==> src/rtl/cic_pkg.sv <==
// shared widths and types for the CIC decimator; rates are powers of two up to 256 only
`default_nettype none

package cic_pkg;

	// filter structure, differential delay fixed at one
	localparam int CIC_STAGES = 3;

	// sample widths at the filter boundary
	localparam int CIC_IN_WIDTH = 16;
	localparam int CIC_OUT_WIDTH = 16;

	// largest supported rate is 2**8
	localparam int CIC_RATE_LOG2_MAX = 8;

	// worst-case growth sizes every accumulator, no pruning
	localparam int CIC_GROWTH = CIC_STAGES * CIC_RATE_LOG2_MAX;
	localparam int CIC_ACC_WIDTH = CIC_IN_WIDTH + CIC_GROWTH;

	// counter runs 0 to rate-1
	localparam int CIC_COUNT_WIDTH = CIC_RATE_LOG2_MAX;

	// code and shift field widths
	localparam int CIC_RATE_WIDTH = 4;
	localparam int CIC_SHIFT_WIDTH = 5;

	typedef logic signed [CIC_IN_WIDTH-1:0] in_sample_t;

	typedef logic signed [CIC_OUT_WIDTH-1:0] out_sample_t;

	// integrator and comb word, wraps on overflow by design
	typedef logic signed [CIC_ACC_WIDTH-1:0] acc_t;

	typedef logic [CIC_RATE_WIDTH-1:0] rate_log2_t;

	typedef logic [CIC_COUNT_WIDTH-1:0] count_t;

	// left shift applied to the input, 0 to CIC_GROWTH
	typedef logic [CIC_SHIFT_WIDTH-1:0] shift_t;

endpackage

`default_nettype wire

==> src/rtl/cic_combs.sv <==
// output truncates the top 16 accumulator bits without rounding; no back-pressure
`timescale 1ns/100ps
`default_nettype none

module cic_combs
	import cic_pkg::*;
(
	input  logic        clock,
	input  logic        arst_n,
	input  logic        acc_strobe,
	input  acc_t        acc_data,
	input  acc_t        shifted_data,
	input  logic        bypass,
	input  logic        flush,
	output logic        out_strobe,
	output out_sample_t out_data
);

	acc_t comb_prev [CIC_STAGES];
	acc_t comb_diff [CIC_STAGES];
	acc_t comb_in [CIC_STAGES];
	acc_t stage_q;
	logic stage_stb;

	// differential delay of one, each stage subtracts its previous input
	assign comb_in[0] = acc_data;

	for (genvar k = 0; k < CIC_STAGES; k++)
	begin : g_comb
		assign comb_diff[k] = comb_in[k] - comb_prev[k];
		if (k < CIC_STAGES - 1)
		begin : g_next
			assign comb_in[k+1] = comb_diff[k];
		end
	end

	// whole comb chain settles in one low-rate clock
	always_ff @(posedge clock or negedge arst_n)
	begin
		if (!arst_n)
		begin
			for (int k = 0; k < CIC_STAGES; k++)
				comb_prev[k] <= '0;
			stage_q <= '0;
			stage_stb <= 1'b0;
		end
		else if (flush)
		begin
			for (int k = 0; k < CIC_STAGES; k++)
				comb_prev[k] <= '0;
			stage_q <= '0;
			stage_stb <= 1'b0;
		end
		else
		begin
			stage_stb <= acc_strobe;
			if (acc_strobe)
			begin
				for (int k = 0; k < CIC_STAGES; k++)
					comb_prev[k] <= comb_in[k];
				// rate 1 takes the shifted input, already scaled to the top bits
				stage_q <= bypass ? shifted_data : comb_diff[CIC_STAGES-1];
			end
		end
	end

	// out_data holds between strobes
	always_ff @(posedge clock or negedge arst_n)
	begin
		if (!arst_n)
		begin
			out_strobe <= 1'b0;
			out_data <= '0;
		end
		else
		begin
			out_strobe <= stage_stb && !flush;
			if (stage_stb && !flush)
				out_data <= stage_q[CIC_ACC_WIDTH-1 -: CIC_OUT_WIDTH];
		end
	end

	// the integrator counter spaces decimated strobes at rate 2 and above
	no_back_to_back: assert property (
		@(posedge clock) disable iff (!arst_n || flush)
		acc_strobe && !bypass |=> !acc_strobe
	)
	else
		$error("back-to-back decimated strobes with filter active");

endmodule

`default_nettype wire

==> src/rtl/cic_decimator.sv <==
// fixed six-cycle latency from the R-th accepted input; rate changes flush all filter state
`timescale 1ns/100ps
`default_nettype none

module cic_decimator
	import cic_pkg::*;
(
	input  logic        clock,
	input  logic        arst_n,
	input  rate_log2_t  rate_log2,
	input  logic        in_strobe,
	input  in_sample_t  in_data,
	output logic        out_strobe,
	output out_sample_t out_data
);

	count_t count_last;
	shift_t pre_shift;
	logic   bypass;
	logic   flush;
	logic   acc_strobe;
	acc_t   acc_data;
	acc_t   shifted_data;

	cic_rate_decode i_cic_rate_decode (
		.clock      (clock),
		.arst_n     (arst_n),
		.rate_log2  (rate_log2),
		.count_last (count_last),
		.pre_shift  (pre_shift),
		.bypass     (bypass),
		.flush      (flush)
	);

	// full-rate section
	cic_integrators i_cic_integrators (
		.clock        (clock),
		.arst_n       (arst_n),
		.in_strobe    (in_strobe),
		.in_data      (in_data),
		.count_last   (count_last),
		.pre_shift    (pre_shift),
		.flush        (flush),
		.acc_strobe   (acc_strobe),
		.acc_data     (acc_data),
		.shifted_data (shifted_data)
	);

	// decimated section
	cic_combs i_cic_combs (
		.clock        (clock),
		.arst_n       (arst_n),
		.acc_strobe   (acc_strobe),
		.acc_data     (acc_data),
		.shifted_data (shifted_data),
		.bypass       (bypass),
		.flush        (flush),
		.out_strobe   (out_strobe),
		.out_data     (out_data)
	);

endmodule

`default_nettype wire

==> src/rtl/cic_integrators.sv <==
// integrators wrap at 40 bits; a strobe that coincides with flush is dropped
`timescale 1ns/100ps
`default_nettype none

module cic_integrators
	import cic_pkg::*;
(
	input  logic       clock,
	input  logic       arst_n,
	input  logic       in_strobe,
	input  in_sample_t in_data,
	input  count_t     count_last,
	input  shift_t     pre_shift,
	input  logic       flush,
	output logic       acc_strobe,
	output acc_t       acc_data,
	output acc_t       shifted_data
);

	acc_t                in_ext;
	acc_t                shifted_q;
	acc_t                shift_pipe [CIC_STAGES];
	acc_t                integ [CIC_STAGES];
	acc_t                integ_in [CIC_STAGES];
	logic [CIC_STAGES:0] stb;
	count_t              sample_no;

	// sign extension to accumulator width
	assign in_ext = in_data;

	// pre-shift register and the strobe that follows each sample down the chain
	always_ff @(posedge clock or negedge arst_n)
	begin
		if (!arst_n)
		begin
			shifted_q <= '0;
			stb <= '0;
		end
		else if (flush)
		begin
			shifted_q <= '0;
			stb <= '0;
		end
		else
		begin
			stb <= {stb[CIC_STAGES-1:0], in_strobe};
			if (in_strobe)
				shifted_q <= in_ext << pre_shift;
		end
	end

	// each stage sums the registered output of the one before
	assign integ_in[0] = shifted_q;

	for (genvar k = 1; k < CIC_STAGES; k++)
	begin : g_chain
		assign integ_in[k] = integ[k-1];
	end

	always_ff @(posedge clock or negedge arst_n)
	begin
		if (!arst_n)
		begin
			for (int k = 0; k < CIC_STAGES; k++)
				integ[k] <= '0;
		end
		else if (flush)
		begin
			for (int k = 0; k < CIC_STAGES; k++)
				integ[k] <= '0;
		end
		else
		begin
			for (int k = 0; k < CIC_STAGES; k++)
				if (stb[k])
					integ[k] <= integ[k] + integ_in[k];
		end
	end

	// delay the shifted input so it lines up with the last integrator, used for rate 1
	always_ff @(posedge clock or negedge arst_n)
	begin
		if (!arst_n)
		begin
			for (int k = 0; k < CIC_STAGES; k++)
				shift_pipe[k] <= '0;
		end
		else
		begin
			shift_pipe[0] <= shifted_q;
			for (int k = 1; k < CIC_STAGES; k++)
				shift_pipe[k] <= shift_pipe[k-1];
		end
	end

	// marks every R-th sample leaving the last integrator
	always_ff @(posedge clock or negedge arst_n)
	begin
		if (!arst_n)
			sample_no <= '0;
		else if (flush)
			sample_no <= '0;
		else if (stb[CIC_STAGES])
			sample_no <= (sample_no == count_last) ? '0 : sample_no + 1'b1;
	end

	assign acc_strobe = stb[CIC_STAGES] && (sample_no == count_last);
	assign acc_data = integ[CIC_STAGES-1];
	assign shifted_data = shift_pipe[CIC_STAGES-1];

	// count_last moves one cycle ahead of the flush that resets the counter
	count_in_range: assert property (
		@(posedge clock) disable iff (!arst_n)
		!flush |-> sample_no <= count_last
	)
	else
		$error("sample counter %0d above limit %0d", sample_no, count_last);

endmodule

`default_nettype wire

==> src/rtl/cic_rate_decode.sv <==
// rate_log2 must stay within 0..8; any change costs one flush cycle and drops in-flight samples
`timescale 1ns/100ps
`default_nettype none

module cic_rate_decode
	import cic_pkg::*;
(
	input  logic       clock,
	input  logic       arst_n,
	input  rate_log2_t rate_log2,
	output count_t     count_last,
	output shift_t     pre_shift,
	output logic       bypass,
	output logic       flush
);

	rate_log2_t                 rate_q;
	logic [CIC_COUNT_WIDTH:0]   rate_value;

	// registered rate code plus change detect
	always_ff @(posedge clock or negedge arst_n)
	begin
		if (!arst_n)
		begin
			rate_q <= '0;
			flush <= 1'b0;
		end
		else
		begin
			rate_q <= rate_log2;
			// pulse lasts one cycle since rate_q catches up on the same edge
			flush <= (rate_log2 != rate_q);
		end
	end

	// decimation factor, one bit wider than the counter to hold 256
	assign rate_value = {{CIC_COUNT_WIDTH{1'b0}}, 1'b1} << rate_q;

	// counter wraps after rate-1
	assign count_last = count_t'(rate_value - 1'b1);

	// gain is rate**3, i.e. 3*rate_log2 bits of growth
	// shift the input so that growth always ends at the accumulator top
	assign pre_shift = shift_t'(CIC_GROWTH - CIC_STAGES * int'(rate_q));

	// rate 1 skips the filter
	assign bypass = (rate_q == '0);

	// codes beyond the maximum would overflow the accumulators
	rate_in_range: assert property (
		@(posedge clock) disable iff (!arst_n)
		rate_log2 <= rate_log2_t'(CIC_RATE_LOG2_MAX)
	)
	else
		$error("rate_log2 %0d above maximum %0d", rate_log2, CIC_RATE_LOG2_MAX);

endmodule

`default_nettype wire

==> config.mk <==
export PLATFORM = sky130hd
export DESIGN_NAME = cic_decimator
export DESIGN_NICKNAME = d
export VERILOG_FILES = /design/src/rtl/cic_pkg.sv /design/src/rtl/cic_combs.sv /design/src/rtl/cic_decimator.sv /design/src/rtl/cic_integrators.sv /design/src/rtl/cic_rate_decode.sv
export SDC_FILE = /design/constraint.sdc
export NUM_CORES = 1
export LEC_CHECK = 0
export BUFFER_PORTS_ARGS = -buffer_cell sky130_fd_sc_hd__buf_2
export CORE_MARGIN = 5
export CORE_UTILIZATION = 35
export DETAILED_ROUTE_END_ITERATION = 10
export SETUP_SLACK_MARGIN = 0.2
export SLEW_MARGIN = 20
export SYNTH_ARGS = -nofsm -noshare
export SYNTH_HDL_FRONTEND = slang
export SYNTH_HIERARCHICAL = 1
export SYNTH_SLANG_ARGS = --single-unit
==> constraint.sdc <==
create_clock -name clock -period 7.98 [get_ports clock]
set_clock_uncertainty 0.1 [all_clocks]
set_input_delay 1.197 -clock clock [delete_from_list [all_inputs] [get_ports clock]]
set_output_delay 1.197 -clock clock [all_outputs]
set_load 0.05 [all_outputs]
# Word-level counts from Yosys, hierarchy flattened
# Cells that the tools add are included.
# totals
inputBits,23
out_inout_bits,17
elab_cells,58
regBits,475
# classes
n_addsub,9
shifts,2
n_mul,1
reduce_logical,10
mux,16
eq_ne,2
# op_table
operator,count
120-bit 2-to-1 mux,3
40-bit 2-to-1 mux,8
40-bit adder,3
40-bit subtractor,3
40-bit by 5-bit left shift with 40-bit output,1
8-bit 2-to-1 mux,3
2-bit nonzero test,6
8-bit by 1-bit adder with 8-bit output (second input constant),1
8-bit == test,1
1-bit by 4-bit left shift with 8-bit output (first input constant),1
8-bit by 1-bit subtractor with 8-bit output (second input constant),1
2-bit by 4-bit multiplier with 5-bit output (first input constant),1
4-bit by 5-bit subtractor with 5-bit output (first input constant),1
4-bit zero test,1
4-bit 2-to-1 mux,1
4-bit != test,1
1-bit logical AND,2
1-bit zero test,1
1-bit 2-to-1 mux,1

# Depth between registers and ports, before layout
# logic_depth
depth_word,6
ltp_mapped,34
mapped_depth_nobuf,33

# Cells and area by module
# The synthesis kept the hierarchy.
# by_module_without_submodules
mod,cells_each,seq_area_each_um2,area_each_um2,n_inst
cic_integrators,1779,7307.0,17464.2,1
cic_combs,1435,3853.7,12431.9,1
cic_rate_decode,62,125.1,570.5,1

# Worst setup path after synthesis
# Ideal clock, no wire load.
# synth_path
path_type,reg-to-reg
start,"reg i_cic_integrators.integ, in the netlist i_cic_integrators/acc_data[0]"
end,reg i_cic_combs.stage_q[37]
stages_incl_launch_ff,34
period_less_slack_ns,6.752
setup_ns,0.094
required_time_ns,7.786
n_path_buf,1
slack_ns,1.228
arrival_ns,6.558
path_cell_list,dfrtp_1 buf_4 inv_1 ha_1 fa_1 nor2b_1 o31a_2 o21ai_1 and2_1 o311ai_0 a21o_1 a21o_1 xnor2_1 ha_1 a21o_1 a21oi_1 nand2_1 a31oi_1 o21a_1 o21ai_0 a31oi_1 nor2b_1 xnor2_1 ha_1 and4_1 and3_1 and3_1 a32oi_1 a21oi_1 o31ai_1 a21oi_1 a21oi_1 xor2_1 a211oi_1
# synth_between
elab_chain_cells,6
# synth_lines
item,line_no,text
from (decl),cic_integrators.sv:23,acc_t integ [CIC_STAGES];
"from (signal, indexed assignment)",cic_integrators.sv:76,integ[k] <= integ[k] + integ_in[k];
40-bit subtractor (3 in a row),cic_combs.sv:30,assign comb_diff[k] = comb_in[k] - comb_prev[k];
40-bit 2-to-1 mux,cic_combs.sv:62,stage_q <= bypass ? shifted_data : comb_diff[CIC_STAGES-1];
40-bit 2-to-1 mux,cic_combs.sv:57,if (acc_strobe)
40-bit 2-to-1 mux,cic_combs.sv:47,else if (flush)
to (signal assigned),cic_combs.sv:62,
to (decl),cic_combs.sv:22,acc_t stage_q;
# Every way passes these cells. The select of a mux whose other input is x is not followed.
# A chain may end at the register's enable or synchronous reset.

# Final worst setup path
# layout_path
start,"reg i_cic_integrators.integ, in the netlist i_cic_integrators/acc_data[0]"
end,reg i_cic_combs.stage_q[38]
# Same word-level chain as after synthesis.

==> impl_results.md <==
* Initial Util at 35.31%
* Mapped Nets at between 3000 and 4000
* CTS buffer count at 45
* Antenna-violating nets left at 0
* WS Path Type: reg2reg
* Number of diodes at 0
* Max Fanout on Critical Path at 7
* Die Area at 87190 µm²
* Placed cell count at 4128
* Synthesized area per cell at 8.957 µm²
* DRC viols at 0
* Comb pwr share at 7.2%
* Post-CTS Setup Inserts at 0
* CP max-delay cell: fa_1
* Leak Pwr at 14.11 nW
* Net Sw Power at about 0.0011 W
* Critical path buffers and inverters at 2
* Clk slew on worst S/H paths at around 0.060 ns
* Core area at about 80000 µm²
* Setup violators final at 0
* Critical Path AT at 7.47 ns
* Met2 wire len at 29710 µm
* Max incr delay on CP at 0.41 ns
* Die Ht at 295.3 µm
* Clock share of power at 48.6%
* Drt initial violations at 1189
* Clk root buf: clkbuf_16
* Global-route wire length before repair at 113200 µm
* Tcrit/Tclk final at 88.78%
* Initial antenna violation count at 2
* Cell Area, Synth at between 20000 and 30000 µm²
* IO Count at 40
* Critical path endpoint category: flop
* DP HPWL at 51420 µm
* Reg-to-Reg Start: i_cic_integrators/acc_data[0]$_DFFE_PN0P_
* IO buf count at 39
* Die W at 295.3 µm
* P_int at 0.003320 W
* Met3 WL at 2610 µm
* Final WL at approximately 70000 µm
* FP Rows at 104
* GPL Wtd Cong at 0.9013
* Worst r2r path cells at 34
* Largest net degree at the start of global routing at 152
* Share of cells above drive strength 1 at 7.490%
* Final hold vios at 0
* Switching Share at 24.72%
* Outcome: completed
* Clock buffer depth at 3
* Total gr overflow at 0
* Min Clock Period, post-route at 7.085 ns
* Achievable frequency at 0.1411 GHz
* RSZ-0062 raised after global routing: false
* Vias in the first global route at 21390
* Hold path startpoint: i_cic_integrators/shift_pipe[116]$_DFF_PN0_
* Top delay family on crit path: compound AO/OA/AOI/OAI gates
* Hold Crit Class: reg2reg
* Gr usage total at 15.54%
* R2r setup slk at 0.90 ns
* Area grow syn2layout at 8.680%
* CTS Sinks at 379
* Skew-Pair Late Insertion Delay at ~0.59 ns
* Sequential share of power at 44.2%
* Ys Warns at 6
* Pwr/cell area at around 140 nW/µm²
* Hold Path End: i_cic_integrators/shift_pipe[76]$_DFF_PN0_
* Nets at 3390
* Routed wire per std cell at 16.28 µm
* Cells after Synth at 3180
* Wl on met1 at 34480 µm
* Peak VDD IR at about 0.00012 V
* Hold Crit Depth at 0
* 1st-pass router iterations at 5
* Uppermost layer routed: met4
* Hold_ws at 0.2318 ns
* Via Count at 22130
* Max-cap violation count at 0
* Relative slew slack at 27.29%
* Setup TNS at 0 ns
* Layout Cells excl Fill at 4211
* Vias per cell at 5.256
* Max Slew Vio Count at 0
* H-tree depth at 2
* CTS tree: done
* Crit path launch type: flop
* Reg-to-Reg End: i_cic_combs/stage_q[38]$_DFFE_PN0P_
* Fillers at 8129
* Slew at the pin closest to its max-slew limit at 1.087 ns
* Worst Path Required at 8.37 ns
==> final cells by class <==
type / count / area [µm²] / share of cell area (%)
tap: 1060 / 1326 / 4.284
sequential: 379 / 9489 / 30.65
timing repair buffer: 61 / 395.4 / 1.277
clock inverter: 20 / 262.8 / 0.8488
multi-input combinational: 2427 / 17450 / 56.35
inverter: 201 / 754.5 / 2.437
clock buffer: 63 / 1284 / 4.147
==> registers in the layout (all words and copies together), names as in the netlist <==
signal                          flops
i_cic_integrators/shift_pipe       32
i_cic_integrators/integ            80
i_cic_combs/out_data               16
i_cic_combs/comb_prev             120
i_cic_integrators/sample_no         8
i_cic_combs/stage_stb               1
i_cic_integrators/shifted_data     16
i_cic_combs/stage_q                16
i_cic_integrators/shifted_q        40
i_cic_combs/out_strobe              1
i_cic_integrators/acc_data         40
i_cic_rate_decode/flush             1
i_cic_rate_decode/rate_q            4
i_cic_integrators/stb               4
==> metal layers <==
metal	GRT usage (%)	up-vias
met1	22.75	10350
li1	-	11270
met2	24.27	404
met3	2.028	116
met5	0	-
met4	4.209	0
==> worst max-delay path by stage <==
stage	from	to	slack [ns]	cells after the start
after CTS	i_cic_integrators/acc_data[0]$_DFFE_PN0P_	i_cic_combs/stage_q[38]$_DFFE_PN0P_	0.54	33
after global placement	i_cic_integrators/acc_data[0]$_DFFE_PN0P_	i_cic_combs/stage_q[37]$_DFFE_PN0P_	0.75	33
final	i_cic_integrators/acc_data[0]$_DFFE_PN0P_	i_cic_combs/stage_q[38]$_DFFE_PN0P_	0.90	34
after global routing	i_cic_integrators/acc_data[0]$_DFFE_PN0P_	i_cic_combs/stage_q[38]$_DFFE_PN0P_	0.21	33
after detailed placement	i_cic_integrators/acc_data[0]$_DFFE_PN0P_	i_cic_combs/stage_q[38]$_DFFE_PN0P_	0.53	33
after floorplan	i_cic_integrators/acc_data[0]$_DFFE_PN0P_	i_cic_combs/stage_q[37]$_DFFE_PN0P_	1.23	33
==> power by group through the flow <==
stage                     registers, W  logic, W  clock network [W]
after detailed placement       0.00198  0.000320                  0
after floorplan                0.00197  0.000201                  0
final                          0.00195  0.000318            0.00214
after CTS                      0.00195  0.000321            0.00220
after global placement         0.00198  0.000319                  0
after global routing           0.00195  0.000351            0.00228
==> worst register-to-register path: cells and delay by family, from the launching register on <==
| kind | cells | cell delay [ns] |
|---|---|---|
| compound gates | 14 | 2.56 |
| simple gates | 11 | 1.97 |
| fa+ha+maj | 4 | 1.39 |
| flops | 1 | 0.39 |
| xor+xnor | 3 | 0.36 |
| buf+inv | 2 | 0.24 |
==> cells in the final DEF, fill, tap and decap left out, types with 60 or more instances in the layout <==
cell type	instances
nor2_1	351
inv_1	197
xor2_1	60
nand2_1	199
mux2i_1	202
a21o_1	119
o21ai_0	131
a21oi_1	230
dfrtp_1	377
xnor2_1	125
ha_1	247
==> what timing repair did <==
action                                  in CTS  in global routing
hold endpoints to repair                     0                  0
hold buffers                                 0                  0
endpoints found under the setup margin       0                 11
gates resized for setup                      0                  6
==> through the flow <==
step	power [W]	utilization, %	setup slack [ns]	area, µm²
global placement	0.002302	36.41	0.7494	29380
floorplan	0.002175	-	1.228	28480
CTS	0.004472	38.33	0.5440	30920
global route	0.004582	38.37	0.2112	30960
finish	0.004410	38.37	0.8952	30960
detailed placement	0.002303	36.41	0.5308	29380
No activity file was read; power rests on OpenSTA's default activity.
